<file path="src/logic/muldiv_config.svh">
`ifndef MULDIV_CONFIG_SVH
`define MULDIV_CONFIG_SVH

// datapath width of the core
// word ops use the low half of this
`define MULDIV_XLEN 64

// destination tag carried with every op
// 5 bits covers one tag per architectural register
`define MULDIV_TAG_W 5

// multiplier depth counted from the dispatch register
// stage 1 extends the operands
// stage 2 forms the full product
// stage 3 picks the result half
`define MULDIV_MUL_STAGES 3

`endif

</file>
<file path="src/logic/muldiv_pkg.sv">
package muldiv_pkg;

  // rv64m operation codes as seen by the execution block
  // plain ops first, word ops grouped at the end
  typedef enum logic [3:0] {
    MUL    = 4'd0,
    MULH   = 4'd1,
    MULHSU = 4'd2,
    MULHU  = 4'd3,
    DIV    = 4'd4,
    DIVU   = 4'd5,
    REM    = 4'd6,
    REMU   = 4'd7,
    MULW   = 4'd8,
    DIVW   = 4'd9,
    DIVUW  = 4'd10,
    REMW   = 4'd11,
    REMUW  = 4'd12
  } muldiv_op_e;

  // divider FSM
  // CALC runs one quotient bit per cycle
  // FIX applies signs and picks quotient or remainder
  // DONE holds the result until the arbiter grants it
  typedef enum logic [1:0] {
    IDLE = 2'd0,
    CALC = 2'd1,
    FIX  = 2'd2,
    DONE = 2'd3
  } div_state_e;

  // true for every op handled by the divider
  function automatic logic is_div_op(muldiv_op_e op);
    case (op)
      DIV, DIVU, REM, REMU, DIVW, DIVUW, REMW, REMUW: is_div_op = 1'b1;
      default: is_div_op = 1'b0;
    endcase
  endfunction

  // true for the 32 bit word ops
  // their result is sign extended from bit 31
  function automatic logic is_word_op(muldiv_op_e op);
    case (op)
      MULW, DIVW, DIVUW, REMW, REMUW: is_word_op = 1'b1;
      default: is_word_op = 1'b0;
    endcase
  endfunction

endpackage

</file>
<file path="src/logic/muldiv_dispatch.sv">
`timescale 1ns/100ps
`include "muldiv_config.svh"

module muldiv_dispatch (
  input  logic                       clk,
  input  logic                       arst_n_i,
  input  logic                       op_valid_i,
  input  muldiv_pkg::muldiv_op_e     op_i,
  input  logic [`MULDIV_XLEN-1:0]    rs1_i,
  input  logic [`MULDIV_XLEN-1:0]    rs2_i,
  input  logic [`MULDIV_TAG_W-1:0]   tag_i,
  input  logic                       mul_ready_i,
  input  logic                       div_idle_i,
  output logic                       accept_o,
  output logic                       mul_start_o,
  output logic                       div_start_o,
  output muldiv_pkg::muldiv_op_e     op_o,
  output logic [`MULDIV_XLEN-1:0]    rs1_o,
  output logic [`MULDIV_XLEN-1:0]    rs2_o,
  output logic [`MULDIV_TAG_W-1:0]   tag_o
);

  logic to_div;
  logic hold;
  logic take;

  // steer by op class
  assign to_div = muldiv_pkg::is_div_op(op_i);

  // a registered multiply start that meets a stalled pipe must wait here
  // this register then acts as stage 0 of the multiplier
  assign hold = mul_start_o & ~mul_ready_i;

  // accept follows the readiness of the unit the op goes to
  // a held multiply also blocks divides since the payload regs are shared
  assign accept_o = ~hold & (to_div ? div_idle_i : mul_ready_i);

  assign take = op_valid_i & accept_o;

  // start strobes
  // one cycle for the divider
  // the multiply strobe stretches only while held
  always_ff @(posedge clk or negedge arst_n_i) begin
    if (!arst_n_i) begin
      mul_start_o <= 1'b0;
      div_start_o <= 1'b0;
    end else if (!hold) begin
      mul_start_o <= take & ~to_div;
      div_start_o <= take & to_div;
    end
  end

  // payload only moves on an accepted op
  // while held take is low so the stalled multiply keeps its operands
  always_ff @(posedge clk) begin
    if (take) begin
      op_o  <= op_i;
      rs1_o <= rs1_i;
      rs2_o <= rs2_i;
      tag_o <= tag_i;
    end
  end

endmodule

</file>
<file path="config.mk">
export PLATFORM = sky130hd
export DESIGN_NAME = muldiv_dispatch
export DESIGN_NICKNAME = d
export VERILOG_FILES = /design/src/logic/muldiv_pkg.sv /design/src/logic/muldiv_dispatch.sv
export VERILOG_INCLUDE_DIRS = /design/src /design/src/logic
export SDC_FILE = /design/constraint.sdc
export NUM_CORES = 1
export LEC_CHECK = 0
export CAP_MARGIN = 20
export CORE_AREA = 2 2 110 112
export CTS_BUF_LIST = sky130_fd_sc_hd__clkbuf_4
export DETAILED_ROUTE_END_ITERATION = 6
export DIE_AREA = 0 0 112 114
export DONT_BUFFER_PORTS = 1
export GPL_ROUTABILITY_DRIVEN = 0
export PLACE_DENSITY = 0.5
export SYNTH_ARGS = -nofsm -noshare
export SYNTH_HDL_FRONTEND = slang
export SYNTH_SLANG_ARGS = --single-unit
</file>
<file path="constraint.sdc">
create_clock -name clk -period 8.6 [get_ports clk]
set_clock_uncertainty 0.15 [all_clocks]
set_input_delay 1.72 -clock clk [delete_from_list [all_inputs] [get_ports clk]]
set_output_delay 1.72 -clock clk [all_outputs]
set_load 0.01 [all_outputs]
</file>
# Word level (Yosys, flattened, before mapping)

Memories as Yosys holds them, arrays and structs flattened.
Cells that the tools add are included.

Register bits after elaboration: 139
Latch bits: 0
Bits in writable memories: 0
Bits in read-only memories: 16
Output and inout port bits: 140
Memories: 1

Memories:

| name             | depth | width | rd ports | clocked after Yosys merged registers in | wr ports | RTL line         | RTL |
|---|---|---|---|---|---|---|---|
| (name not given) | 16    | 1     | 1        | 0                                       | 0        | muldiv_pkg.sv:34 | `case (op)` |

Add/sub/neg operators: 0
Multiply operators: 0
Div/mod/pow operators: 0
Order comparisons: 0
Equal/unequal tests: 0
Shift operators: 0
Mux-type cells: 1
Bitwise gates (word level): 8
Reductions and logical operators: 0

Operators with widths:

| operator          | count |
|---|---|
| 1-bit AND         | 5 |
| 1-bit NOT         | 3 |
| 1-bit two-way mux | 1 |

# Logic depth before layout (Yosys ltp)

Gate-level depths: netlist (run 1).

Word-level depth: 6
Gate-level depth with buffers: 3

# Worst setup path before layout (run 1)

No wires, ideal clock.

Kind: input-to-reg
Start: input port op_i[0]
End: register op_o[0] (enable)
Setup time: 639 ps
Arrival time: 8,048 ps
Required time: 7,811 ps
Setup slack: -238 ps
Stages: 3
Buffers on the path: 0
Cell sequence: o21a_4 mux2i_1 a221oi_2

Cells in the longest elaborated chain, start to end: 4

RTL lines:

| what                   | RTL line              | RTL |
|---|---|---|
| from (decl)            | muldiv_dispatch.sv:8  | `input muldiv_pkg::muldiv_op_e op_i,` |
| memory read 16 x 1 bit | n/a                   |  |
| 1-bit two-way mux      | muldiv_dispatch.sv:36 | `assign accept_o = ~hold & (to_div ? div_idle_i : mul_ready_i);` |
| 1-bit AND              | muldiv_dispatch.sv:36 |  |
| 1-bit AND              | muldiv_dispatch.sv:38 | `assign take = op_valid_i & accept_o;` |
| net take               | muldiv_dispatch.sv:25 | `logic take;` |
| to (signal assigned)   | muldiv_dispatch.sv:57 | `op_o <= op_i;` |
| to (decl)              | muldiv_dispatch.sv:17 | `output muldiv_pkg::muldiv_op_e op_o,` |

The timed path passes the listed nets, and every way through them passes these cells.
A chain may end at the register's enable or synchronous reset.

# Final worst setup path (run 1)

Start: input port op_i[0]
End: output port accept_o

Cells in the longest elaborated chain, start to end: 3

RTL lines:

| what                   | RTL line              | RTL |
|---|---|---|
| memory read 16 x 1 bit | n/a                   |  |
| 1-bit two-way mux      | muldiv_dispatch.sv:36 |  |
| 1-bit AND              | muldiv_dispatch.sv:36 |  |
| to (decl)              | muldiv_dispatch.sv:14 | `output logic accept_o,` |

Every way passes these cells.

==> results of run 1 <==
[cells in the mapped netlist (all sizes together)]
cell type  instances  share of area
mux2i              1         0.0023
inv                3         0.0026
a31o               1         0.0020
nor2               1        0.00087
a22oi              1         0.0017
xor2               1         0.0038
o41ai              1         0.0038
a221oi             1         0.0035
nand2              1        0.00087
dfrtp              2          0.012
xnor2              1         0.0020
nor2b              2         0.0029
o21a               1         0.0035
edfxtp           137           0.96
[how the worst min path moves through the flow]
stage                       end  slack, ps        start  cells after the start
global route        div_start_o        490  div_start_o                      2
CTS                 div_start_o        440  div_start_o                      2
detailed placement  div_start_o        400  div_start_o                      2
finish              div_start_o        440  div_start_o                      2
floorplan           div_start_o        370  div_start_o                      2
global placement    div_start_o        400  div_start_o                      2
[critical path, stage by stage]
cell     delay (ps)
o21a_4          220
xor2_2          160
a22oi_1         330
[metrics by stage]
step | instances | instance area, um^2
CTS | 335 | 4805
finish | 335 | 4805
global placement | 303 | 4503
global route | 335 | 4805
detailed placement | 303 | 4503
floorplan | 154 | 4304
[area by class of cell]
class | count | area share
Clock buffer | 17 | 0.02656
Multi-Input combinational cell | 12 | 0.02682
Clock inverter | 15 | 0.03620
Tap cell | 147 | 0.03828
Timing Repair Buffer | 2 | 0.003125
Inverter | 3 | 0.002344
Sequential cell | 139 | 0.8667
[cells in the final DEF, fill, tap and decap left out, drive strengths merged, types with 2 or more instances in the layout]
| cell | count |
|---|---|
| buf | 2 |
| nor2b | 2 |
| edfxtp | 137 |
| dfrtp | 2 |
| clkinv | 7 |
| inv | 5 |
| clkbuf | 17 |
| clkinvlp | 3 |
| bufinv | 3 |
[registers in the layout, indices dropped and copies added, names as in the netlist]
signal / count
mul_start_o: 1
tag_o: 5
div_start_o: 1
op_o: 4
rs1_o: 64
rs2_o: 64
[power breakdown]
group / leakage (nW) / total [mW] / internal [mW] / switching, mW
registers: 1.32 / 0.840 / 0.800 / 0.0397
clock network: 0.153 / 0.432 / 0.202 / 0.231
logic: 0.0701 / 0.0292 / 0.00490 / 0.0243
total: 1.54 / 1.30 / 1.01 / 0.295
[kinds of logic (layout without fill, tap and decap cells)]
kind of cell              after synthesis  count (layout)  synth area share
AOI/OAI and AO/OA                       5               5           0.01457
buffers and inverters                   3              37          0.002623
xor gates and xnor gates                2               2          0.005831
and+or+nand+nor                         4               4          0.004661
DFF                                   139             139            0.9700
muxes                                   1               1          0.002332
[layer usage]
| metal | up-vias | GRT usage | wire (um) |
|---|---|---|---|
| li1 | 665 | - | - |
| met3 | 12 | 0.1111 | 1383 |
| met5 | - | 0 | 13 |
| met2 | 180 | 0.2133 | 4549 |
| met4 | 2 | 0.05366 | 89 |
| met1 | 763 | 0.1307 | 2965 |
==> flow_summary.json, run 1 <==
{
  "synth.distinct_cells": 14,
  "wire_per_inst_um": 26.87,
  "ctsResizeCount": 0,
  "drive_gt1_frac": 0.1968,
  "io-pin-count": 282,
  "hold_path_class": "reg2reg",
  "tritoncts": "yes",
  "rsz0062_at_grt": "false",
  "regArea_um2": 4164,
  "cts_sinks": 139,
  "num_rows": 40,
  "drt-initial-drc-count": 161,
  "powerDensity_nw_per_um2": 270.9,
  "r2r_cells": 5,
  "ctsHoldBuffers": 0,
  "fin_crit_ps": 4303,
  "cts_inserted_buffers": 17,
  "worst_slack_ps": 4297,
  "ant_nets": 0,
  "netlist_area_um2": 4293,
  "worstMarginPinSlew_ps": 893.8,
  "syn_avg_cell_area_um2": 27.88,
  "relSlewSlack": 0.4041,
  "critPathLaunch": "op_i[0]",
  "total_power_mw": 1.302,
  "viasPerCell": 4.842,
  "grt_first_pass_wirelength_um": 12020,
  "period_share": 0.5004,
  "clkSlewWorstSetupHoldPaths_ps": 110,
  "worstPathArrival_ps": 2430,
  "setup_viol": 0,
  "ir_drop_uv": 106.3,
  "io_buffers": 0,
  "grt_pass1_vias": 1718,
  "critPathMaxFanout": 3,
  "num_vias": 1622,
  "dp_slack_ps": 4141,
  "setup.worst_path.end": "accept_o",
  "fp.dieArea_um2": 12770,
  "finalHoldViolCount": 0,
  "grt-ovfl-total": 0,
  "yosysWarnings": 0,
  "grt_max_degree": 74,
  "maxCapViolCount": 0,
  "setup_tns_ps": 0,
  "drv_slew": 0,
  "worstSetupEndpointType": "output port",
  "htree_num_levels": 4,
  "fin_nets": 317,
  "wirelength_um": 9001,
  "critPathKind": "in2out",
  "die_y_um": 114,
  "regToRegSetupSlack_ps": 5630,
  "track_usage": 0.1353,
  "drt_pass1_iterations": 4,
  "start_kind": "input port",
  "multi_input_area_um2": 128.9,
  "clock-root-buffer": "clkbuf_4",
  "cts_setup_buffers": 0,
  "insertion_delay_ps": 490,
  "utilization": 0.4103,
  "syn2layout_area_growth_pct": 11.92,
  "die_w_um": 112,
  "required_ps": 6730,
  "p_leak_nw": 1.539,
  "synthCells": 154,
  "ys_seq_area_frac": 0.9700,
  "dp_hpwl_um": 6677,
  "antenna-diode-count": 0,
  "coreArea_um2": 11710,
  "r2r-end": "rs2_o[15]",
  "antenna_found_initial": 3,
  "nFillCells": 1032,
  "clockBufferDepth": 2,
  "drc_errors": 0,
  "rr_startpoint": "mul_start_o",
  "synth-seq-cells": 139,
  "start_util": 0.3666,
  "whs_ps": 437.2,
  "synth_nets": 296,
  "status": "complete, no violations",
  "clock.fmax_ghz": 0.2324
}
(Power assumes the default switching activity.)
==> run 2, diff against run 1 <==
--- a/config.mk
+++ b/config.mk
@@ -13,7 +13,7 @@
 export DIE_AREA = 0 0 112 114
 export DONT_BUFFER_PORTS = 1
 export GPL_ROUTABILITY_DRIVEN = 0
-export PLACE_DENSITY = 0.5
+export PLACE_DENSITY = 0.52
 export SYNTH_ARGS = -nofsm -noshare
 export SYNTH_HDL_FRONTEND = slang
 export SYNTH_SLANG_ARGS = --single-unit
==> constraint.sdc (replaced) <==
create_clock -name clk -period 3.5 [get_ports clk]
set_clock_uncertainty 0.15 [all_clocks]
set_input_delay 0.7 -clock clk [delete_from_list [all_inputs] [get_ports clk]]
set_output_delay 0.7 -clock clk [all_outputs]
set_load 0.01 [all_outputs]
==> run 2 against run 1 <==
Compared with the run above:
- combinational power increased to 2.6 times the previous value
- sequential share of layout area decreased by 0.87 points
- hold slack lost 320 ps
- sequential power up 150%
- global-route usage grew 0.52 points
- critical path depth unchanged
==> flow_summary.json, run 2 (synthesized netlist as in run 1, its figures left out) <==
{
  "io-pin-count": 282,
  "maxCapViolCount": 0,
  "fp.dieArea_um2": 12770,
  "path_buf_inv": 0,
  "dp_hpwl_um": 6992,
  "placed_area_um2": 4508,
  "cp_slowest_stage_delay_ps": 460,
  "critPathTopFamily": "flip-flops",
  "required_ps": 2650,
  "drv_slew": 0,
  "clockBufferDepth": 2,
  "grt_pass1_vias": 1639,
  "cts_sinks": 139,
  "drc_errors": 0,
  "finalHoldViolCount": 0,
  "ant_nets": 0,
  "insertion_delay_ps": 500,
  "coreArea_um2": 11710,
  "antenna_found_initial": 1,
  "start_util": 0.3666,
  "critPathMaxFanout": 4,
  "num_vias": 1645,
  "final_common_cell": "edfxtp_1",
  "drt-initial-drc-count": 181,
  "clock.fmax_ghz": 0.4111,
  "cts_inserted_buffers": 17,
  "powerDensity_nw_per_um2": 684.0,
  "drt_pass1_iterations": 6,
  "total_power_mw": 3.320,
  "drive_gt1_frac": 0.1809,
  "period_share": 0.6951,
  "setup_viol": 0,
  "p_leak_nw": 1.565,
  "wire_per_inst_um": 28.18,
  "ctsResizeCount": 0,
  "worstMarginPinSlew_ps": 749.3,
  "relSlewSlack": 0.5005,
  "clkSlewWorstSetupHoldPaths_ps": 120,
  "rsz0062_at_grt": "false",
  "track_usage": 0.1404,
  "tritoncts": "yes",
  "critPathKind": "reg2out",
  "antenna-diode-count": 0,
  "fin_crit_ps": 2433,
  "final_cell_mix": "edfxtp_1, clkbuf_4, bufinv_16",
  "grt-ovfl-total": 0,
  "worstSetupEndpointType": "output port",
  "io_buffers": 0,
  "worstPathArrival_ps": 1580,
  "ir_drop_uv": 411.4,
  "wirelength_um": 9440,
  "hold_path_class": "in2reg",
  "clock-root-buffer": "clkbuf_4",
  "num_rows": 40,
  "die_w_um": 112,
  "start_kind": "flip-flop",
  "viasPerCell": 4.910,
  "htree_num_levels": 4,
  "fin_nets": 317,
  "syn2layout_area_growth_pct": 13.06,
  "path_cells": "nor2b_1 -> mux2i_1 -> a22oi_1",
  "grt_max_degree": 138,
  "slowest_stage": "dfrtp_1",
  "setup_tns_ps": 0,
  "status": "complete, no violations",
  "finalInstanceArea_um2": 4853,
  "reg_top3": "rs1_o (64), rs2_o (64), tag_o (5)",
  "grt_first_pass_wirelength_um": 12320,
  "die_y_um": 114
}
## run 2: repair_timing
action,4_1_cts,5_1_grt
endpoints found under the setup margin,0,0
hold buffers,1,0
setup buffers,0,0
hold endpoints to repair,2,0
## run 2: metrics by stage
stage          std cells  setup slack [ps]    util  hold WS, ps
4_1_cts              335             983.3  0.4144        35.52
5_1_grt              335             918.7  0.4144        25.52
3_5_place_dp         302             917.2  0.3849        254.5
6_report             335              1067  0.4144        122.0
3_3_place_gp         302             994.7  0.3849        254.5
2_1_floorplan        154             -1578       -        254.4
## run 2: final timing paths
kind                       slack (ps)     endpoint  cells after the start   startpoint
max                              1070     accept_o                      3  mul_start_o
min                               120    rs1_o[59]                      0    rs1_i[59]
max reg2reg                      1250    rs2_o[32]                      4  mul_start_o
min reg2reg                       440  div_start_o                      2  div_start_o
max in group asynchronous        2780  mul_start_o                      1     arst_n_i
min in group asynchronous         280  div_start_o                      1     arst_n_i
## run 2: final cells by class
cell class,count,area (um^2)
tap,147,183.9
clock buffer,18,135.1
timing repair buffer,2,30.03
clock inverter,14,200.2
inverter,3,11.26
fill,1027,6858
multi-input combinational,12,128.9
sequential,139,4164
## run 2: routing by layer
metal	part of all wire	global-route usage	up-vias	wire length [um]
li1	-	-	670	-
met1	0.32	0.1345	800	3054
met2	0.53	0.2267	159	5005
met3	0.13	0.1052	14	1196
met4	0.018	0.06341	2	170
met5	0.0014	0	-	13
## run 2: power by group
group          leakage, nW  internal [mW]  switching, mW
combinational       0.0729         0.0143         0.0624
clock                0.176          0.638          0.538
sequential            1.32           1.97         0.0996
## run 2: worst register-to-register path, stage by stage (launching register included)
cell and delay (ps):
dfrtp_1 460, nor2b_1 150, mux2i_1 150, a221oi_4 320, buf_12 510
