### config.mk
export PLATFORM = sky130hd
export DESIGN_NAME = div_iter_flat
export DESIGN_NICKNAME = d
export VERILOG_FILES = /design/src/logic/muldiv_pkg.sv /design/src/logic/wb_if.sv /design/src/logic/div_iter.sv /design/src/flat_wrapper.sv
export VERILOG_INCLUDE_DIRS = /design/src /design/src/logic
export SDC_FILE = /design/constraint.sdc
export NUM_CORES = 1
export LEC_CHECK = 0
export BUFFER_PORTS_ARGS = -buffer_cell sky130_fd_sc_hd__buf_2
export CAP_MARGIN = 20
export CORE_MARGIN = 2
export CORE_UTILIZATION = 35
export CTS_BUF_LIST = sky130_fd_sc_hd__clkbuf_16
export DETAILED_ROUTE_END_ITERATION = 12
export GPL_TIMING_DRIVEN = 0
export PLACE_DENSITY_LB_ADDON = 0.05
export SETUP_SLACK_MARGIN = 0.1
export SKIP_CTS_REPAIR_TIMING = 1
export SYNTH_ARGS = -nofsm -noshare
export SYNTH_HDL_FRONTEND = slang
export SYNTH_SLANG_ARGS = --single-unit
### constraint.sdc
create_clock -name clk -period 23.7 [get_ports clk]
set_input_delay 4.74 -clock clk [delete_from_list [all_inputs] [get_ports clk]]
set_output_delay 4.74 -clock clk [all_outputs]
set_load 0.01 [all_outputs]
### src/logic/muldiv_config.svh
`ifndef MULDIV_CONFIG_SVH
`define MULDIV_CONFIG_SVH

// datapath width of the core
// word ops use the low half of this
`define MULDIV_XLEN 64

// destination tag carried with every op
// 5 bits covers one tag per architectural register
`define MULDIV_TAG_W 5

// multiplier depth counted from the dispatch register
// stage 1 extends the operands
// stage 2 forms the full product
// stage 3 picks the result half
`define MULDIV_MUL_STAGES 3

`endif

### src/logic/muldiv_pkg.sv
package muldiv_pkg;

  // rv64m operation codes as seen by the execution block
  // plain ops first, word ops grouped at the end
  typedef enum logic [3:0] {
    MUL    = 4'd0,
    MULH   = 4'd1,
    MULHSU = 4'd2,
    MULHU  = 4'd3,
    DIV    = 4'd4,
    DIVU   = 4'd5,
    REM    = 4'd6,
    REMU   = 4'd7,
    MULW   = 4'd8,
    DIVW   = 4'd9,
    DIVUW  = 4'd10,
    REMW   = 4'd11,
    REMUW  = 4'd12
  } muldiv_op_e;

  // divider FSM
  // CALC runs one quotient bit per cycle
  // FIX applies signs and picks quotient or remainder
  // DONE holds the result until the arbiter grants it
  typedef enum logic [1:0] {
    IDLE = 2'd0,
    CALC = 2'd1,
    FIX  = 2'd2,
    DONE = 2'd3
  } div_state_e;

  // true for every op handled by the divider
  function automatic logic is_div_op(muldiv_op_e op);
    case (op)
      DIV, DIVU, REM, REMU, DIVW, DIVUW, REMW, REMUW: is_div_op = 1'b1;
      default: is_div_op = 1'b0;
    endcase
  endfunction

  // true for the 32 bit word ops
  // their result is sign extended from bit 31
  function automatic logic is_word_op(muldiv_op_e op);
    case (op)
      MULW, DIVW, DIVUW, REMW, REMUW: is_word_op = 1'b1;
      default: is_word_op = 1'b0;
    endcase
  endfunction

endpackage

### src/logic/wb_if.sv
`timescale 1ns/100ps
`include "muldiv_config.svh"

// one execution unit's writeback offer towards the arbiter
// valid stays up until grant is seen in the same cycle
interface wb_if;

  logic                     valid;
  logic [`MULDIV_XLEN-1:0]  data;
  logic [`MULDIV_TAG_W-1:0] tag;
  // grant consumes the offer at the next edge
  logic                     grant;

  // unit drives the offer and watches grant
  modport unit (
    output valid, data, tag,
    input  grant
  );

  // arbiter sees the offer and answers with grant
  modport arb (
    input  valid, data, tag,
    output grant
  );

endinterface

### src/logic/div_iter.sv
`timescale 1ns/100ps
`include "muldiv_config.svh"

module div_iter (
  input  logic                       clk,
  input  logic                       arst_n_i,
  input  logic                       start_i,
  input  muldiv_pkg::muldiv_op_e     op_i,
  input  logic [`MULDIV_XLEN-1:0]    rs1_i,
  input  logic [`MULDIV_XLEN-1:0]    rs2_i,
  input  logic [`MULDIV_TAG_W-1:0]   tag_i,
  output logic                       idle_o,
  wb_if.unit                         wb
);

  localparam int XLEN  = `MULDIV_XLEN;
  localparam int HALF  = `MULDIV_XLEN / 2;
  localparam int CNT_W = $clog2(`MULDIV_XLEN);

  muldiv_pkg::div_state_e state;

  // decode of the op arriving with start
  logic            op_w;
  logic            op_signed;
  logic            op_rem;
  logic [XLEN-1:0] a_val;
  logic [XLEN-1:0] b_val;
  logic            a_neg;
  logic            b_neg;
  logic [XLEN-1:0] a_abs;
  logic [XLEN-1:0] b_abs;
  logic            div_zero;
  logic            overflow;

  // shift subtract datapath
  logic [XLEN-1:0]          quo_q;
  logic [XLEN-1:0]          rem_q;
  logic [XLEN-1:0]          dvs_q;
  logic [CNT_W-1:0]         cnt_q;
  logic                     quo_neg_q;
  logic                     rem_neg_q;
  logic                     sel_rem_q;
  logic                     w_q;
  logic [`MULDIV_TAG_W-1:0] tag_q;
  logic [XLEN:0]            rem_shift;
  logic [XLEN:0]            rem_diff;

  // fix stage
  logic [XLEN-1:0] quo_fix;
  logic [XLEN-1:0] rem_fix;
  logic [XLEN-1:0] res_raw;
  logic [XLEN-1:0] res_q;

  assign op_w      = muldiv_pkg::is_word_op(op_i);
  assign op_signed = (op_i == muldiv_pkg::DIV) || (op_i == muldiv_pkg::REM) ||
                     (op_i == muldiv_pkg::DIVW) || (op_i == muldiv_pkg::REMW);
  assign op_rem    = (op_i == muldiv_pkg::REM) || (op_i == muldiv_pkg::REMU) ||
                     (op_i == muldiv_pkg::REMW) || (op_i == muldiv_pkg::REMUW);

  // word ops see the low half widened by signedness
  assign a_val = op_w ? {{HALF{op_signed & rs1_i[HALF-1]}}, rs1_i[HALF-1:0]} : rs1_i;
  assign b_val = op_w ? {{HALF{op_signed & rs2_i[HALF-1]}}, rs2_i[HALF-1:0]} : rs2_i;

  // sign and magnitude can't share one loop so signs are handled apart
  assign a_neg = op_signed & a_val[XLEN-1];
  assign b_neg = op_signed & b_val[XLEN-1];
  assign a_abs = a_neg ? -a_val : a_val;
  assign b_abs = b_neg ? -b_val : b_val;

  // rv special cases
  assign div_zero = (b_val == '0);
  assign overflow = op_signed & (&b_val) &
                    (op_w ? (rs1_i[HALF-1:0] == {1'b1, {(HALF-1){1'b0}}})
                          : (rs1_i == {1'b1, {(XLEN-1){1'b0}}}));

  // one restoring step
  // a clear top bit of the difference means the divisor fits
  assign rem_shift = {rem_q, quo_q[XLEN-1]};
  assign rem_diff  = rem_shift - {1'b0, dvs_q};

  assign quo_fix = quo_neg_q ? -quo_q : quo_q;
  assign rem_fix = rem_neg_q ? -rem_q : rem_q;
  assign res_raw = sel_rem_q ? rem_fix : quo_fix;

  always_ff @(posedge clk or negedge arst_n_i) begin
    if (!arst_n_i) begin
      state <= muldiv_pkg::IDLE;
    end else begin
      case (state)
        muldiv_pkg::IDLE: if (start_i) begin
          state <= (div_zero || overflow) ? muldiv_pkg::FIX : muldiv_pkg::CALC;
        end
        muldiv_pkg::CALC: if (cnt_q == '0) state <= muldiv_pkg::FIX;
        muldiv_pkg::FIX:  state <= muldiv_pkg::DONE;
        muldiv_pkg::DONE: if (wb.grant) state <= muldiv_pkg::IDLE;
        default:          state <= muldiv_pkg::IDLE;
      endcase
    end
  end

  always_ff @(posedge clk) begin
    case (state)
      muldiv_pkg::IDLE: if (start_i) begin
        tag_q     <= tag_i;
        sel_rem_q <= op_rem;
        w_q       <= op_w;
        dvs_q     <= b_abs;
        cnt_q     <= op_w ? CNT_W'(HALF - 1) : CNT_W'(XLEN - 1);
        if (div_zero) begin
          // all ones quotient and the dividend as remainder
          quo_q     <= '1;
          rem_q     <= a_val;
          quo_neg_q <= 1'b0;
          rem_neg_q <= 1'b0;
        end else if (overflow) begin
          quo_q     <= a_val;
          rem_q     <= '0;
          quo_neg_q <= 1'b0;
          rem_neg_q <= 1'b0;
        end else begin
          // word dividend sits in the top half so 32 steps consume it
          quo_q     <= op_w ? {a_abs[HALF-1:0], {HALF{1'b0}}} : a_abs;
          rem_q     <= '0;
          quo_neg_q <= a_neg ^ b_neg;
          // remainder takes the dividend's sign
          rem_neg_q <= a_neg;
        end
      end
      muldiv_pkg::CALC: begin
        cnt_q <= cnt_q - 1'b1;
        if (!rem_diff[XLEN]) begin
          rem_q <= rem_diff[XLEN-1:0];
          quo_q <= {quo_q[XLEN-2:0], 1'b1};
        end else begin
          rem_q <= rem_shift[XLEN-1:0];
          quo_q <= {quo_q[XLEN-2:0], 1'b0};
        end
      end
      // word results are sign extended per rv64
      muldiv_pkg::FIX: res_q <= w_q ? {{HALF{res_raw[HALF-1]}}, res_raw[HALF-1:0]} : res_raw;
      default: ;
    endcase
  end

  // a pending start already counts as busy
  assign idle_o   = (state == muldiv_pkg::IDLE) && !start_i;
  assign wb.valid = (state == muldiv_pkg::DONE);
  assign wb.data  = res_q;
  assign wb.tag   = tag_q;

endmodule

### src/flat_wrapper.sv
// flat-port wrapper written by rule: the top's interface ports become plain ports
module div_iter_flat 
  (clk, arst_n_i, start_i, op_i, rs1_i, rs2_i, tag_i, idle_o, wb_valid, wb_data, wb_tag, wb_grant);
  wb_if wb_i ();
  input  logic clk;
  input  logic arst_n_i;
  input  logic start_i;
  input  muldiv_pkg::muldiv_op_e op_i;
  input  logic [`MULDIV_XLEN-1:0] rs1_i;
  input  logic [`MULDIV_XLEN-1:0] rs2_i;
  input  logic [`MULDIV_TAG_W-1:0] tag_i;
  output logic idle_o;
  output wire logic [$bits(wb_i.valid)-1:0] wb_valid;
  output wire logic [$bits(wb_i.data)-1:0] wb_data;
  output wire logic [$bits(wb_i.tag)-1:0] wb_tag;
  input wire logic [$bits(wb_i.grant)-1:0] wb_grant;
  assign wb_valid = wb_i.valid;
  assign wb_data = wb_i.data;
  assign wb_tag = wb_i.tag;
  assign wb_i.grant = wb_grant;
  div_iter u_core (.clk(clk), .arst_n_i(arst_n_i), .start_i(start_i), .op_i(op_i), .rs1_i(rs1_i), .rs2_i(rs2_i), .tag_i(tag_i), .idle_o(idle_o), .wb(wb_i));
endmodule
Word level (Yosys, flattened, before mapping)
Cells that the tools add are included.
- register bits: 273
- input bits: 141
- $add $sub $neg: 6
- equal/unequal tests: 16
- multiplexer cells: 28
- bitwise logic cells: 7
- reduce and logical (&&, ||, !) cells: 19
- operator list (operator ; number):
    $mux W64 ; 15
    $neg A64 Y64 ; 4
    $pmux W64 S2 ; 2
    $sub A65 B64 Y65 ; 1
    $eq A64 B64 Y1 const B ; 1
    $logic_not A64 Y1 ; 1
    $reduce_and A64 Y1 ; 1
    $eq A32 B32 Y1 const B ; 1
    $eq A4 B4 Y1 const B ; 5
    $eq A4 B3 Y1 const B ; 3
    $mux W6 ; 2
    $pmux W6 S2 ; 1
    $mux W2 ; 4
    $pmux W2 S4 ; 1
    $logic_or A1 B1 Y1 ; 7
    $and A1 B1 Y1 ; 6
    $logic_not A6 Y1 ; 1
    $sub A6 B1 Y6 const B ; 1
    $reduce_or A5 Y1 ; 1
    $eq A2 B2 Y1 const B ; 2
    $ne A2 B1 Y1 const B ; 2
    $reduce_and A2 Y1 ; 2
    $mux W1 ; 3
    $reduce_and A3 Y1 ; 1
    8 further kinds ; 8

Longest topological paths before layout
- word-level depth: 13
- depth in mapped cells: 16
- gate-level depth less buffers: 15

Least setup slack after synthesis
OpenSTA, ideal clock, no wires.
- path kind: input to register
- from: in start_i
- to: reg u_core.cnt_q[0], enable pin
- setup time: 0.655 ns
- data arrival time: 9.900 ns
- path slack: 13.144 ns
- stages on the path: 2
- path through: and2_1 > o21bai_1
- longest elaborated chain between the ends: 2
- ends and longest elaborated chain (element ; line ; source):
    start: declaration ; flat_wrapper.sv:7 ; input logic start_i;
    $ne A2 B2 Y1 (no line) ; n/a ;
    $reduce_and A2 Y1 (no line) ; n/a ;
    end signal: assignment ; div_iter.sv:108 ; cnt_q <= op_w ? CNT_W'(HALF - 1) : CNT_W'(XLEN - 1);
    end signal: assignment ; div_iter.sv:130 ; cnt_q <= cnt_q - 1'b1;
    end: declaration ; div_iter.sv:39 ; logic [CNT_W-1:0] cnt_q;
Every way passes these cells.
A chain may end at the register's enable or synchronous reset.

Worst setup path after layout
- from: in start_i
- to: out idle_o
- longest elaborated chain between the ends: 2
- ends and longest elaborated chain (element ; line ; source):
    $logic_not A1 Y1 ; div_iter.sv:146 ; assign idle_o = (state == muldiv_pkg::IDLE) && !start_i;
    $logic_and A1 B1 Y1 ; div_iter.sv:146 ;
    end: declaration ; flat_wrapper.sv:12 ; output logic idle_o;
Every way passes these cells.

==> flow_summary.ini <==
[cts]
cts_sinks = 273
cts_buffer_depth = 3
cts_buffers = 36
clk_pin_slew_ps = 60
htree_levels = 2
clock_latency_ps = 570
cts_root_buf = clkbuf_16
cts_tree = yes

[worst_hold_path]
hold_path_startpoint = u_core.state[1]
hold_class = reg -> reg

[yosys]
syn_inst = 2542
synth_top_cell_by_area = edfxtp_1
ys_seq_area_share_pct = 37.2
yosysWarnings = 0
syn-num-nets = 2759
synth.distinct_cells = 82
yosysTopAreaCellShare_pct = 37.0
ys_seq_elements = 273
synth_edf_count = 271
avgSynthCellArea_sq_um = 8.65
synthTopCellsByArea = edfxtp_1 37%, xnor2_1 5.9%, xor2_1 5.4%, o21ai_0 5.4%, nand2_1 5.2%
synthFlopType = edfxtp_1
syn-cell-area_sq_mm = 0.0220
synthArstFlopShare_pct = 0.733

[die]
fp.dieH_microns = 255
die-area_sq_mm = 0.0649
ioPinCount = 212
start_util_pct = 35.5
rows = 91
core_sq_mm = 0.0619
fp.dieW_microns = 255

[global_routing]
antenna_found_initial = 10
first_global_vias = 19800
grtUsageTotal_pct = 27.9
grt_max_degree = 66
grt_pass1_wl_mm = 132
gr-total-overflow = 0

[routing]
ant_nets = 0
drt-total-wl_mm = 92.2
drt-pass1-iter-count = 5
wl_per_cell_microns = 25.2
dr.first_iter.drc_count = 1755
drc = 0
via_per_inst = 5.65
routed-via-count = 20700

[setup_path]
cp_cell_sequence = buf_2, nor2b_1, buf_2
cp.arrival_ps = 5130
critPathSlowestCell = buf_2
crit_buf_inv = 2
cp-end-kind = output port
critical_path.top_delay_family = buffers and inverters
required_ps = 18960
slowest_delay_ps = 150
cp_common_cell = buf_2
cp-startpoint = start_i
path_class = in -> out
r2r-start = u_core.quo_q[63]
cp-start-kind = primary input
path_max_fanout = 2

[placed_design]
io_buffers = 207
post-place-ws_ps = 13830
gp_congestion = 0.972
place_hpwl_mm = 75.6

[timing]
relSlewSlack_pct = 23.8
fin_setup_tns_ps = 0
layout_min_cycle_time_ps = 9870
rsz0062_at_grt = false
hold_violations = 0
min_period_over_period_pct = 41.6
fin_worst_skew_ps = 25.2
final-setup-viol-count = 0
finalMaxSlewViolations = 0
tightest_slew_ps = 1130
setup_ws_ps = 13830
clock.fmax_mhz = 101

[job]
cap_violations = 0

[layout]
nNetsFinal = 3011
area_growth_pct = 15.7
utilization_pct = 41.1
layout-drive-gt1-share_pct = 11.8
regArea_sq_mm = 0.00819
multi_input_area_sq_mm = 0.0129
fillers = 6463

[pwr]
peakVddDrop_mv = 0.0541
p_leak_nw = 9.61
powerDensity_mw_per_mm2 = 140

[status]
status = completed
## where the power goes
part           internal [W]  switching [W]  total (W)
Sequential         0.000851       0.000295    0.00115
Clock              0.000338       0.000223   0.000561
Combinational      0.000712        0.00114    0.00185
Total               0.00190        0.00166    0.00356
## path summary, 6_finish.rpt
check                                   endpoint  slack [ps]  depth (start not counted)
min in group asynchronous        u_core.state[1]        3960                          1
worst min register to register   u_core.state[1]         560                          1
worst max register to register  u_core.rem_q[50]       17730                         16
worst max-delay path                      idle_o       13830                          3
max in group asynchronous        u_core.state[0]       19650                          1
worst min-delay path             u_core.state[1]         560                          1
## registers in the layout, summed over array words and instances (netlist names)
| register | flops |
|---|---|
| u_core.w_q | 1 |
| u_core.quo_neg_q | 1 |
| u_core.wb.data | 64 |
| u_core.dvs_q | 64 |
| u_core.cnt_q | 6 |
| u_core.sel_rem_q | 1 |
| u_core.rem_q | 64 |
| u_core.state | 2 |
| u_core.wb.tag | 5 |
| u_core.rem_neg_q | 1 |
| u_core.quo_q | 64 |
## through the flow
step	instance area (sq um)	cells	power (W)	hold slack (ps)
floorplan	22000	2542	0.00232	501
global placement	24100	3586	0.00299	531
detailed placement	24200	3593	0.00297	546
CTS	25400	3657	0.00355	560
global route	25400	3661	0.00379	598
finish	25400	3663	0.00356	561
## cells in the final DEF, fill, tap and decap left out, types with 59 or more instances in the layout
master    netlist  routed
edfxtp_1      271     271
a21oi_1       222     222
ha_1           75      74
inv_1         115     122
xnor2_1       147     147
clkbuf_1      111     111
nor2_1        188     188
nand2_1       305     305
xor2_1        135     135
mux2i_1        59      59
buf_2           9     216
o21ai_0       236     236
## layer usage
metal	up-vias	GRT usage, %	part of all wire, %
met4	6	11.5	4.1
met1	9867	39.6	47
met2	794	43.1	44
met3	166	3.02	5.6
met5	-	0	0.038
li1	9881	-	-
## final cells by class
cell class | count | share of cell area, %
Sequential cell | 273 | 32.2
Timing Repair Buffer | 214 | 4.60
Multi-Input combinational cell | 2021 | 50.6
Clock inverter | 27 | 1.06
Clock buffer | 37 | 3.64
Inverter | 115 | 1.70
Antenna cell | 6 | 0.0590
Tap cell | 837 | 4.12
Buffer | 133 | 2.01
## synth_stat cells, drive strengths merged (4+ instances only)
library cell,number
nor3b,8
o31ai,60
o41ai,23
nor2b,26
inv,115
a21oi,222
a221o,4
clkbuf,112
o22ai,27
a311oi,6
a221oi,7
xor2,135
a2bb2oi,19
a31oi,22
a21o,37
xnor2,147
mux2,6
nand2,306
mux2i,59
nand2b,24
nor2,189
edfxtp,271
or4,22
a41oi,4
ha,75
o21bai,12
o211ai,16
nand3b,4
a22o,8
o21ai,241
nand3,40
nor3,57
buf,21
or2,16
and3,10
and2,11
nand4,38
o21a,8
o221ai,12
nor4,28
a21boi,6
a2111oi,5
a211oi,15
or3,39
## cell families (layout without fill, tap and decap cells)
logic type / Yosys count / in the layout / share of synthesized area [%]
flip-flops: 273 / 273 / 37.2
buffers and inverters: 248 / 526 / 4.29
adder cells (fa/ha/maj): 76 / 76 / 4.36
multiplexers: 65 / 65 / 2.99
AO/OA/AOI/OAI: 776 / 776 / 21.9
XOR/XNOR: 282 / 282 / 11.2
other: 0 / 6 / 0
AND/OR/NAND/NOR: 822 / 822 / 18.0
No activity file was read; power rests on OpenSTA's default activity.
