===== src/logic/muldiv_config.svh =====
`ifndef MULDIV_CONFIG_SVH
`define MULDIV_CONFIG_SVH

// datapath width of the core
// word ops use the low half of this
`define MULDIV_XLEN 64

// destination tag carried with every op
// 5 bits covers one tag per architectural register
`define MULDIV_TAG_W 5

// multiplier depth counted from the dispatch register
// stage 1 extends the operands
// stage 2 forms the full product
// stage 3 picks the result half
`define MULDIV_MUL_STAGES 3

`endif


===== src/logic/wb_if.sv =====
`timescale 1ns/100ps
`include "muldiv_config.svh"

// one execution unit's writeback offer towards the arbiter
// valid stays up until grant is seen in the same cycle
interface wb_if;

  logic                     valid;
  logic [`MULDIV_XLEN-1:0]  data;
  logic [`MULDIV_TAG_W-1:0] tag;
  // grant consumes the offer at the next edge
  logic                     grant;

  // unit drives the offer and watches grant
  modport unit (
    output valid, data, tag,
    input  grant
  );

  // arbiter sees the offer and answers with grant
  modport arb (
    input  valid, data, tag,
    output grant
  );

endinterface


===== src/logic/wb_arbiter.sv =====
`timescale 1ns/100ps
`include "muldiv_config.svh"

module wb_arbiter (
  input  logic                       clk,
  input  logic                       arst_n_i,
  wb_if.arb                          mul_wb,
  wb_if.arb                          div_wb,
  output logic                       wb_valid_o,
  output logic [`MULDIV_XLEN-1:0]    wb_data_o,
  output logic [`MULDIV_TAG_W-1:0]   wb_tag_o
);

  logic any_valid;

  // fixed priority
  // divider wins since it blocks further divides until drained
  // the multiplier just stalls one cycle
  assign div_wb.grant = div_wb.valid;
  assign mul_wb.grant = mul_wb.valid & ~div_wb.valid;

  // the port is never back pressured so any offer gets a grant
  assign any_valid = div_wb.valid | mul_wb.valid;

  // output strobe
  // each grant consumes its offer so one result gives one pulse
  always_ff @(posedge clk or negedge arst_n_i) begin
    if (!arst_n_i) begin
      wb_valid_o <= 1'b0;
    end else begin
      wb_valid_o <= any_valid;
    end
  end

  // winner's payload
  // held when idle
  always_ff @(posedge clk) begin
    if (div_wb.valid) begin
      wb_data_o <= div_wb.data;
      wb_tag_o  <= div_wb.tag;
    end else if (mul_wb.valid) begin
      wb_data_o <= mul_wb.data;
      wb_tag_o  <= mul_wb.tag;
    end
  end

endmodule


===== src/flat_wrapper.sv =====
// flat-port wrapper written by rule: the top's interface ports become plain ports
module wb_arbiter_flat 
  (clk, arst_n_i, wb_valid_o, wb_data_o, wb_tag_o, mul_wb_valid, mul_wb_data, mul_wb_tag, mul_wb_grant, div_wb_valid, div_wb_data, div_wb_tag, div_wb_grant);
  wb_if mul_wb_i ();
  wb_if div_wb_i ();
  input  logic clk;
  input  logic arst_n_i;
  output logic wb_valid_o;
  output logic [`MULDIV_XLEN-1:0] wb_data_o;
  output logic [`MULDIV_TAG_W-1:0] wb_tag_o;
  input wire logic [$bits(mul_wb_i.valid)-1:0] mul_wb_valid;
  input wire logic [$bits(mul_wb_i.data)-1:0] mul_wb_data;
  input wire logic [$bits(mul_wb_i.tag)-1:0] mul_wb_tag;
  output wire logic [$bits(mul_wb_i.grant)-1:0] mul_wb_grant;
  input wire logic [$bits(div_wb_i.valid)-1:0] div_wb_valid;
  input wire logic [$bits(div_wb_i.data)-1:0] div_wb_data;
  input wire logic [$bits(div_wb_i.tag)-1:0] div_wb_tag;
  output wire logic [$bits(div_wb_i.grant)-1:0] div_wb_grant;
  assign mul_wb_i.valid = mul_wb_valid;
  assign mul_wb_i.data = mul_wb_data;
  assign mul_wb_i.tag = mul_wb_tag;
  assign mul_wb_grant = mul_wb_i.grant;
  assign div_wb_i.valid = div_wb_valid;
  assign div_wb_i.data = div_wb_data;
  assign div_wb_i.tag = div_wb_tag;
  assign div_wb_grant = div_wb_i.grant;
  wb_arbiter u_core (.clk(clk), .arst_n_i(arst_n_i), .mul_wb(mul_wb_i), .div_wb(div_wb_i), .wb_valid_o(wb_valid_o), .wb_data_o(wb_data_o), .wb_tag_o(wb_tag_o));
endmodule

===== config.mk =====
export PLATFORM = sky130hd
export DESIGN_NAME = wb_arbiter_flat
export DESIGN_NICKNAME = d
export VERILOG_FILES = /design/src/logic/wb_if.sv /design/src/logic/wb_arbiter.sv /design/src/flat_wrapper.sv
export VERILOG_INCLUDE_DIRS = /design/src /design/src/logic
export SDC_FILE = /design/constraint.sdc
export NUM_CORES = 1
export LEC_CHECK = 0
export ABC_AREA = 1
export BUFFER_PORTS_ARGS = -buffer_cell sky130_fd_sc_hd__buf_2
export CAP_MARGIN = 40
export CORE_AREA = 2 2 127 67
export DETAILED_ROUTE_END_ITERATION = 7
export DIE_AREA = 0 0 129 69
export MAX_ROUTING_LAYER = met4
export PLACE_DENSITY = 0.77
export SYNTH_ARGS = -nofsm -noshare
export SYNTH_HDL_FRONTEND = slang
export SYNTH_SLANG_ARGS = --single-unit

===== constraint.sdc =====
create_clock -name clk -period 0.8 [get_ports clk]
set_input_delay 0.08 -clock clk [delete_from_list [all_inputs] [get_ports clk]]
set_output_delay 0.08 -clock clk [all_outputs]
set_load 0.01 [all_outputs]

Word level (Yosys, flattened, before mapping):

Cells that the tools add are included.

* register bits after elaboration: 70
* input port bits: 142
* output and inout port bits: 72
* word-level logic and storage cells: 11

* muxes and demuxes: 4
* bitwise gates (word level): 3
* reductions and logical operators: 1

Operator list (count)
* 64-bit two-way mux: 2
* 5-bit two-way mux: 2
* 2-bit nonzero test: 1
* 1-bit bitwise AND: 1
* 1-bit NOT: 1
* 1-bit bitwise OR: 1

Longest topological paths before layout:

Gate-level depths: netlist of run 1.

* depth in word-level cells: 2
* gate-level depth with buffers: 5
* mapped depth without buffers: 3

Worst setup path after synthesis of run 1:

No wires, ideal clock.

* path type: input to register
* start point: input div_wb_valid
* end point: register u_core.wb_data_o[0], enable pin
* library setup time: 0.430 ns
* arrival time: 1.866 ns
* data required time: 0.370 ns
* setup slack: -1.496 ns
* stages on the path: 4
* buffers on the path: 2
* cells stage by stage: buf_6 -> inv_6 -> buf_6 -> nand2_1

* longest elaborated chain between the ends: 1

RTL lines
* start, declared: line flat_wrapper.sv:15 `input wire logic [$bits(div_wb_i.valid)-1:0] div_wb_valid;`
* 2-bit nonzero test (no source line)
* end signal, assigned: line wb_arbiter.sv:39 `wb_data_o <= div_wb.data;`
* end signal, assigned: line wb_arbiter.sv:42 `wb_data_o <= mul_wb.data;`
* end, declared: line wb_arbiter.sv:10 `` output logic [`MULDIV_XLEN-1:0] wb_data_o, ``

No other way between the ends.
A chain may end at the register's enable or synchronous reset.

Worst setup path after layout of run 1:

* start point: register u_core.wb_data_o[42]
* end point: output wb_data_o[42]

RTL lines
* end, declared: line flat_wrapper.sv:9 `` output logic [`MULDIV_XLEN-1:0] wb_data_o; ``

No word-level cell between the ends.

==> metrics.md, run 1 <==
| Metric | Value |
|---|---|
| Yosys reg bits | 70 |
| Slew Limit Fails | 0 |
| Vias | 2690 |
| Leakage | 2.40 nW |
| DR pass1 iterations | 4 |
| Worst Max-Slew Pin Slew | 0.259 ns |
| Mapped Cells | 297 |
| Most frequent cells in the layout | 212 x buf_2, 207 x nand2_1, 69 x edfxtp_1 |
| Final WS setup | -0.149 ns |
| Crit path launch type | register |
| Setup violators final | 70 |
| Die X | 129 µm |
| Post-Syn Area | 0.00304 mm² |
| Crit path to | wb_data_o[42] |
| Sequential area share after synthesis | 68.9% |
| Final TNS setup | -7.41 ns |
| WP buf/inv | 1 |
| Cell count along the critical path | 1 |
| Peak VDD IR | 0.00102 V |
| Post-Route WL | 7900 µm |
| Detailed placement HPWL | 6360 µm |
| Psw | 2.21 mW |
| Min cycle time layout | 0.949 ns |
| Sw frac | 23.4% |
| Num CTS Buffers | 9 |
| Max Freq | 1050 MHz |
| Setup CP Type | register to primary output |
| CP Capture Type | primary output |
| Final Hold Viols | 0 |
| Final instance area | 0.00455 mm² |
| H-tree lvl count | 3 |
| Maximum number of pins on one net before global-route repair | 32 |
| Clock Power Share | 35.0% |
| Post-DRT Antenna Nets | 0 |
| Top cells by area, synth | edfxtp_1 68%, nand2_1 26%, buf_6 3.0%, buf_4 2.0%, dfrtp_1 0.82% |
| Clock Tree Buf Depth | 2 |
| Number of buffers added on ports | 213 |
| # rows | 23 |
| Global-route wire length before repair | 11700 µm |
| Final Cycle Share | 119% |
| All-Layer GR Usage | 18.1% |
| Comb power frac | 16.2% |
| Worst relative slew slack | 82.8% |
| Share of the synthesized area in the top cell type | 68.1% |
| Root Driver | clkbuf_16 |
| Worst Setup SP | u_core.wb_data_o[42]$_DFFE_PP_ |
| Area after DPL | 0.00428 mm² |
| Die Y-Extent | 69 µm |
| Die area | 0.00890 mm² |
| Crit-path max FO | 1 |
| Max Cap Viol | 0 |
| CTS sink cnt | 70 |
| Core Box Area | 0.00780 mm² |
| Vias per inst | 4.23 |
| Synth area leader | edfxtp_1 |
| CTS tree | done |
| Commonest non-fill, non-tap cell in the layout | buf_2 |
| I/O pins | 214 |
| Routed wire length per instance | 12.4 µm |
| Nets | 661 |
| Iteration-0 DRC Markers | 63 |
| Vias in the first global route | 2519 |
| RSZ-0062 raised after global routing | yes |
| Crit path max-delay family | flip-flops |
| Min-delay worst type | primary input to register |
| CP arrival | 0.87 ns |
| Req. time, crit path | 0.72 ns |
| Status | finished with violations |
| Initial core utilization | 39.0% |
| Remaining Overflow, GRT | 0 |
| Synth Warn # | 0 |
| Slowest stage delay, CP | 0.39 ns |
| GP Congestion | 0.794 |
| Filler instances | 681 |
| Critical-path cell list | buf_2 |
| Failing checks | setup timing |
| Avg Inst Size Synth | 10.2 µm² |
| Clock slew at reported path FFs | 0.05 ns |
| Final core occ | 58.3% |
| DRC viols | 0 |
| Share of cells above drive strength 1 | 45.3% |
| Post-synthesis cell type count | 8 |
| Initial antenna violation count | 1 |
| Area delta synth->final | 49.3% |
| Sequential power share | 48.8% |
| Net count after synthesis | 439 |
| Pwr Density | 2080 mW/mm² |
| Int Pwr | 7.24 mW |
| Worst path slowest cell | edfxtp_1 |
## synth_stat cells
library cell,number
nand2_1,208
edfxtp_1,69
buf_4,8
buf_6,8
dfrtp_1,1
inv_1,1
inv_6,1
nor2_1,1
## per-layer routing
| metal | global-route usage [%] | vias to the layer above | part of all wire [%] |
|---|---|---|---|
| li1 | - | 1396 | - |
| met5 | - | - | 0 |
| met1 | 19.9 | 1168 | 42 |
| met3 | 7.30 | 7 | 8.2 |
| met4 | 4.83 | 0 | 0.85 |
| met2 | 30.7 | 119 | 49 |
## cell families after synthesis
family / count (synthesis) / synth area share [%]
flip-flops: 70 / 68.9
buffers and inverters: 18 / 5.34
AND/OR/NAND/NOR: 209 / 25.8
## sequential cells by signal, summed over array words and instances (netlist names)
register           flops
u_core.wb_data_o      64
u_core.wb_tag_o        5
u_core.wb_valid_o      1
## layout make-up
| class | count | area [µm²] | area share (%) |
|---|---|---|---|
| multi-input combinational | 209 | 801 | 17.6 |
| clock inverter | 4 | 15.0 | 0.330 |
| tap | 112 | 140 | 3.08 |
| antenna | 1 | 2.50 | 0.0551 |
| timing repair buffer | 227 | 1240 | 27.3 |
| sequential | 70 | 2100 | 46.1 |
| inverter | 2 | 15.0 | 0.330 |
| clock buffer | 11 | 233 | 5.12 |
## metrics by stage
| step | setup slack (ns) | total power, mW | instances | hold WS (ns) |
|---|---|---|---|---|
| 3_3_place_gp | -0.119 | 6.17 | 619 | -0.145 |
| 6_report | -0.149 | 9.45 | 636 | 0.0203 |
| 3_5_place_dp | -0.120 | 6.22 | 619 | -0.143 |
| 4_1_cts | -0.169 | 9.55 | 635 | 0.00650 |
| 2_1_floorplan | -0.215 | 5.35 | 297 | -0.216 |
| 5_1_grt | -0.180 | 9.87 | 636 | 0.0127 |
## how the worst min path moves through the flow
stage	from	cells past startpoint	to
after floorplan	arst_n_i	0	u_core.wb_valid_o$_DFF_PN0_
after global placement	arst_n_i	1	u_core.wb_valid_o$_DFF_PN0_
after detailed placement	arst_n_i	1	u_core.wb_valid_o$_DFF_PN0_
after CTS	mul_wb_data[53]	3	u_core.wb_data_o[53]$_DFFE_PP_
after global routing	mul_wb_data[53]	3	u_core.wb_data_o[53]$_DFFE_PP_
final	mul_wb_data[60]	3	u_core.wb_data_o[60]$_DFFE_PP_
## repair_timing
| action | in CTS | in global routing |
|---|---|---|
| buffers inserted | 0 | 0 |
| gates resized for setup | 0 | 2 |
| hold buffers | 1 | 0 |
| endpoints found under the setup margin | 70 | 70 |
| endpoints found under the hold margin | 1 | 0 |
## power groups by stage
stage / Clock, mW / Combinational [mW] / Sequential [mW]
after detailed placement: 0 / 1.54 / 4.68
final: 3.31 / 1.53 / 4.61
after global placement: 0 / 1.51 / 4.66
after floorplan: 0 / 0.452 / 4.90
after global routing: 3.54 / 1.68 / 4.64
after CTS: 3.39 / 1.55 / 4.61
Note: power is estimated with default switching activity, not from simulation.
==> inputs of run 2 (changes only) <==
- HOLD_SLACK_MARGIN: default -> 0.08
==> run 2 against run 1 <==
The run now fails in clock tree synthesis. Synthesized area unchanged. Synthesized cell count unchanged.
==> metrics.md, run 2 <==
| Metric | Value |
|---|---|
| Num CTS Buffers | 9 |
| Number of buffers added on ports | 213 |
| Status | did not finish |
| Count leader, synth | nand2_1 |
| Placed insts | 619 |
| Failed at | clock tree synthesis |
| H-tree lvl count | 3 |
| Avg Inst Size Synth | 10.2 µm² |
| Synth Warn # | 0 |
| CTS Hold Buffers Added | 128 |
| Post-Syn Area | 0.00304 mm² |
| Post-CTS Setup Inserts | 0 |
| Tool error | [ERROR RSZ-0060] Max buffer count reached. |
| CTS sink cnt | 70 |
| Post-Synth XOR/XNOR Area | 0% |
| Post-synthesis cell type count | 8 |
| Die X | 129 µm |
| Largest family of logic cells by synthesized area | simple AND/OR/NAND/NOR gates |
| Mapped Cells | 297 |
| Adder-Cell Fraction of Synth Area | 0% |
| Synth Area in Simple Gates | 25.8% |
| Root Driver | clkbuf_16 |
| Top cells by count, synth | 208 x nand2_1, 69 x edfxtp_1, 8 x buf_4, 8 x buf_6 |
| I/O pins | 214 |
| Top cells by area, synth | edfxtp_1 68%, nand2_1 26%, buf_6 3.0%, buf_4 2.0%, dfrtp_1 0.82% |
| Synth Flop Type | edfxtp_1 |
| Initial core utilization | 39.0% |
| Cts repair resizes | 0 |
| FFs w/ async S/R, synth | 1.43% |
| Synth area leader | edfxtp_1 |
| Yosys reg bits | 70 |
| GP Congestion | 0.794 |
| Compound-Gate Fraction of Synth Area | 0% |
| Post-synth EDFFs | 69 |
| Clock Tree Buf Depth | 2 |
| Sequential area share after synthesis | 68.9% |
| Net count after synthesis | 439 |
| Detailed placement HPWL | 6360 µm |
| Die Y-Extent | 69 µm |
| Share of the synthesized area in the top cell type | 68.1% |
| Mux cell area share after synthesis | 0% |
| # rows | 23 |
-- run 2: cell counts after synthesis --
Identical to the previous run, type by type.
-- run 2: stage by stage --
| stage | instance area, µm² | TNS (ns) | setup slack, ns |
|---|---|---|---|
| after floorplan | 3080 | -14.88 | -0.215 |
| after global placement | 4280 | -11.84 | -0.119 |
| after detailed placement | 4280 | -12.80 | -0.120 |
-- run 2: cell families after synthesis --
logic type / count (synthesis)
buf+inv: 18
flops: 70
simple gates: 209
==> inputs of run 3 (changes only) <==
- CORE_AREA: 2 2 127 67 -> 2 2 114 116
- DIE_AREA: 0 0 129 69 -> 0 0 116 118
- HOLD_SLACK_MARGIN: 0.08 -> default
- MAX_ROUTING_LAYER: met4 -> default
- PLACE_DENSITY: 0.77 -> default
- PLACE_DENSITY_LB_ADDON: default -> 0.15
==> run 3 against run 2 <==
The flow now finishes, with violations (setup timing).
==> metrics.md, run 3 (synthesized netlist as in run 1, its figures left out) <==
| Metric | Value |
|---|---|
| Status | finished with violations |
| Failing checks | setup timing |
| Initial core utilization | 24.5% |
| Leakage | 2.41 nW |
| Comb power frac | 16.2% |
| Worst path slowest cell | edfxtp_1 |
| Most frequent cells in the layout | 210 x buf_2, 207 x nand2_1, 69 x edfxtp_1 |
| Post-DRT Antenna Nets | 0 |
| Final instance area | 0.00465 mm² |
| Sequential power share | 47.9% |
| Die X | 116 µm |
| Crit-path max FO | 1 |
| Iteration-0 DRC Markers | 108 |
| CTS tree | done |
| Int Pwr | 7.29 mW |
| Crit path launch type | register |
| Ant diodes | 0 |
| Crit path max-delay family | flip-flops |
| Slowest stage delay, CP | 0.37 ns |
| Routed wire length per instance | 12.1 µm |
| Critical-path cell list | buf_2 |
| WP buf/inv | 1 |
| CTS sink cnt | 70 |
| Vias in the first global route | 2542 |
| All-Layer GR Usage | 12.1% |
| Vias per inst | 3.91 |
| Die Y-Extent | 118 µm |
| Worst relative slew slack | 86.3% |
| Min cycle time layout | 0.928 ns |
| Clock Power Share | 36.0% |
| Post-Route WL | 8390 µm |
| Clock slew at reported path FFs | 0.05 ns |
| H-tree lvl count | 3 |
| Area delta synth->final | 52.7% |
| Slew Limit Fails | 0 |
| DRC viols | 0 |
| Num CTS Buffers | 9 |
| Final Hold Viols | 0 |
| Global-route wire length before repair | 12500 µm |
| Fin Hold WS | 0.0176 ns |
| Biggest regs | u_core.wb_data_o (64), u_core.wb_tag_o (5), u_core.wb_valid_o (1) |
| Largest register FFs | 64 |
| CP arrival | 0.85 ns |
| Power Total | 9.58 mW |
| GP Congestion | 0.704 |
| I/O pins | 214 |
| Peak VDD IR | 0.000698 V |
| Commonest non-fill, non-tap cell in the layout | buf_2 |
| Final core occ | 37.4% |
| Core Box Area | 0.0124 mm² |
| Req. time, crit path | 0.72 ns |
| Maximum number of pins on one net before global-route repair | 35 |
| Remaining Overflow, GRT | 0 |
| Clock Tree Buf Depth | 2 |
| Sw frac | 23.9% |
| # rows | 41 |
| Max Cap Viol | 0 |
| Max Freq | 1080 MHz |
| Filler instances | 1320 |
| Setup CP Type | register to primary output |
| RSZ-0062 raised after global routing | yes |
| Psw | 2.29 mW |
| Min-delay worst type | primary input to register |
| Root Driver | clkbuf_16 |
| CP Capture Type | primary output |
| Final WS setup | -0.128 ns |
| Nets | 659 |
| DR pass1 iterations | 4 |
| Final Cycle Share | 116% |
| Worst Max-Slew Pin Slew | 0.205 ns |
| Initial antenna violation count | 0 |
| Area after DPL | 0.00438 mm² |
| Detailed placement HPWL | 6320 µm |
| Largest reg by FF count | u_core.wb_data_o |
| Die area | 0.0137 mm² |
| Share of cells above drive strength 1 | 45.5% |
| Pwr Density | 2060 mW/mm² |
| Setup violators final | 70 |
| Vias | 2707 |
| Number of buffers added on ports | 213 |
[run 3: power groups by stage]
stage | Sequential, mW | Combinational [mW] | Clock [mW]
3_5_place_dp | 4.66 | 1.58 | 0
6_report | 4.59 | 1.55 | 3.45
3_3_place_gp | 4.65 | 1.58 | 0
4_1_cts | 4.59 | 1.58 | 3.60
5_1_grt | 4.63 | 1.72 | 3.79
2_1_floorplan | 4.90 | 0.452 | 0
[run 3: layout make-up]
cell class / count / area, µm² / area share [%]
clock buffers: 13 / 240 / 5.17
multi-input cells: 209 / 801 / 17.2
flip-flops and latches: 70 / 2100 / 45.1
clock inverters: 2 / 10.0 / 0.215
repair buffers: 225 / 1270 / 27.3
well taps: 172 / 215 / 4.63
inverters: 2 / 15.0 / 0.323
[run 3: worst paths after layout]
path | to | cells past startpoint | start | slack [ns]
worst min-delay path | u_core.wb_data_o[48]$_DFFE_PP_ | 3 | mul_wb_data[48] | 0.02
worst max-delay path | wb_data_o[2] | 1 | u_core.wb_data_o[2]$_DFFE_PP_ | -0.13
min in group asynchronous | u_core.wb_valid_o$_DFF_PN0_ | 2 | arst_n_i | 0.06
max in group asynchronous | u_core.wb_valid_o$_DFF_PN0_ | 2 | arst_n_i | 0.65
[run 3: timing repair]
action,CTS,global route
gates resized for setup,2,4
hold buffers,1,0
hold endpoints to repair,1,0
buffers inserted,0,0
endpoints found under the setup margin,71,71
[run 3: routing by layer]
metal	GRT usage, %	share of wire (%)
met5	0	0
met4	4.69	1.1
met3	4.43	9.4
met2	19.4	46
met1	14.7	43
[run 3: metrics by stage]
stage,setup TNS [ns],setup slack [ns],instances
global placement,-17.43,-0.161,678
floorplan,-14.88,-0.215,297
global route,-10.46,-0.189,693
detailed placement,-17.26,-0.164,678
CTS,-8.93,-0.154,693
finish,-7.32,-0.128,693
==> inputs of run 4 (changes only) <==
- CAP_MARGIN: 40 -> 20
- clock period: 0.8 -> 1.05 ns (I/O delays scaled with it)
==> run 4 against run 3 <==
Power is 22% lower. First-iteration DRC count shrank 10%. Critical path depth did not move. Clock power down 19%. The flow now finishes without violations. Via count grew 0.22%. Non-clock buffer count is 1 higher. Final cell count unchanged. Setup slack better by 0.22 ns.
==> metrics.md, run 4 (synthesized netlist as in run 1, its figures left out) <==
| Metric | Value |
|---|---|
| Clock Tree Buf Depth | 2 |
| Most frequent cells in the layout | 213 x buf_2, 207 x nand2_1, 69 x edfxtp_1 |
| Crit path launch type | register |
| Pwr Density | 1610 mW/mm² |
| Status | finished clean |
| Number of buffers added on ports | 213 |
| Final TNS setup | 0 ns |
| Vias in the first global route | 2577 |
| Num CTS Buffers | 9 |
| Ant diodes | 0 |
| Initial core utilization | 24.5% |
| Biggest regs | u_core.wb_data_o (64), u_core.wb_tag_o (5), u_core.wb_valid_o (1) |
| Final Hold Viols | 0 |
| Largest register FFs | 64 |
| CTS tree | done |
| Clock slew at reported path FFs | 0.05 ns |
| Sw frac | 22.8% |
| Max Freq | 1040 MHz |
| Remaining Overflow, GRT | 0 |
| Fin Hold WS | 0.0463 ns |
| Final core occ | 37.4% |
| Largest reg by FF count | u_core.wb_data_o |
| Cts repair resizes | 0 |
| Worst relative slew slack | 82.9% |
| Crit-path max FO | 1 |
| Min cycle time layout | 0.959 ns |
| Setup violators final | 0 |
| Die area | 0.0137 mm² |
| # rows | 41 |
| Setup CP Type | register to primary output |
| All-Layer GR Usage | 11.6% |
| RSZ-0062 raised after global routing | no |
| Core Box Area | 0.0124 mm² |
| Vias | 2713 |
| Psw | 1.70 mW |
| Slowest stage delay, CP | 0.38 ns |
| I/O pins | 214 |
| Layout Cells excl Fill | 693 |
| Max Cap Viol | 0 |
| Vias per inst | 3.91 |
| Final Cycle Share | 91.3% |
| DRC viols | 0 |
| Routed wire length per instance | 11.9 µm |
| Nets | 660 |
| Commonest non-fill, non-tap cell in the layout | buf_2 |
| Worst Max-Slew Pin Slew | 0.257 ns |
| Iteration-0 DRC Markers | 97 |
| Placed insts | 678 |
| Final instance area | 0.00464 mm² |
| Maximum number of pins on one net before global-route repair | 37 |
| Comb power frac | 15.6% |
| Sequential power share | 46.9% |
| Slew Limit Fails | 0 |
| Leakage | 2.41 nW |
| GP Congestion | 0.725 |
| Global-route wire length before repair | 12100 µm |
| Final WS setup | 0.0914 ns |
| Min-delay worst type | primary input to register |
| Die X | 116 µm |
| DR pass1 iterations | 4 |
| Initial antenna violation count | 0 |
| Clock Power Share | 37.5% |
| Worst path slowest cell | edfxtp_1 |
| Area delta synth->final | 52.4% |
| Peak VDD IR | 0.000752 V |
| Share of cells above drive strength 1 | 45.5% |
| Int Pwr | 5.76 mW |
| Req. time, crit path | 0.94 ns |
| Area after DPL | 0.00436 mm² |
| CTS sink cnt | 70 |
| Root Driver | clkbuf_16 |
| CP arrival | 0.85 ns |
| Power Total | 7.46 mW |
| CP Capture Type | primary output |
| Die Y-Extent | 118 µm |
| H-tree lvl count | 3 |
| Crit path max-delay family | flip-flops |
| Post-DRT Antenna Nets | 0 |
| Detailed placement HPWL | 6460 µm |
| Critical-path cell list | buf_2 |
| WP buf/inv | 1 |
| Place WS | 0.0312 ns |
| Post-Route WL | 8230 µm |
-- run 4: changes by cell type in the layout (fill, tap and decap cells not counted) --
cell / previous run / this run
buf_2: 210 / 213
buf_12: 7 / 6
clkinv_1: 0 / 2
buf_4: 4 / 6
buf_6: 2 / 0
bufinv_16: 0 / 1
clkbuf_1: 4 / 2
buf_8: 1 / 0
clkinv_2: 2 / 0
-- run 4: layer usage --
layer | wire length [µm] | part of all wire (%) | global-route usage (%) | up-vias
li1 | - | - | - | 1391
met1 | 3580 | 43 | 13.1 | 1188
met2 | 3790 | 46 | 19.5 | 130
met3 | 794 | 9.6 | 4.58 | 4
met4 | 71 | 0.86 | 4.24 | 0
met5 | 0 | 0 | 0 | -
-- run 4: final cells by class --
type / count / area (µm²)
timing repair buffer: 226 / 1240
fill: 1337 / 7770
inverter: 2 / 15.0
clock inverter: 3 / 37.5
tap: 172 / 215
multi-input combinational: 209 / 801
clock buffer: 11 / 233
sequential: 70 / 2100
-- run 4: path summary, 6_finish.rpt --
| check | from | end | slack [ns] | cells past startpoint |
|---|---|---|---|---|
| max | u_core.wb_data_o[53]$_DFFE_PP_ | wb_data_o[53] | 0.09 | 1 |
| min | mul_wb_data[63] | u_core.wb_data_o[63]$_DFFE_PP_ | 0.05 | 3 |
| max in group asynchronous | arst_n_i | u_core.wb_valid_o$_DFF_PN0_ | 0.88 | 2 |
| min in group asynchronous | arst_n_i | u_core.wb_valid_o$_DFF_PN0_ | 0.09 | 2 |
-- run 4: power groups by stage --
stage	Clock (mW)	Sequential [mW]	Combinational (mW)
after global placement	0	3.55	1.18
after detailed placement	0	3.56	1.18
after floorplan	0	3.73	0.344
after global routing	3.02	3.53	1.28
after CTS	2.90	3.50	1.19
final	2.80	3.50	1.16
-- run 4: timing repair --
| item | in CTS | in global routing |
|---|---|---|
| endpoints found under the setup margin | 0 | 0 |
| setup buffers | 0 | 0 |
| endpoints found under the hold margin | 1 | 0 |
| hold buffers | 1 | 0 |
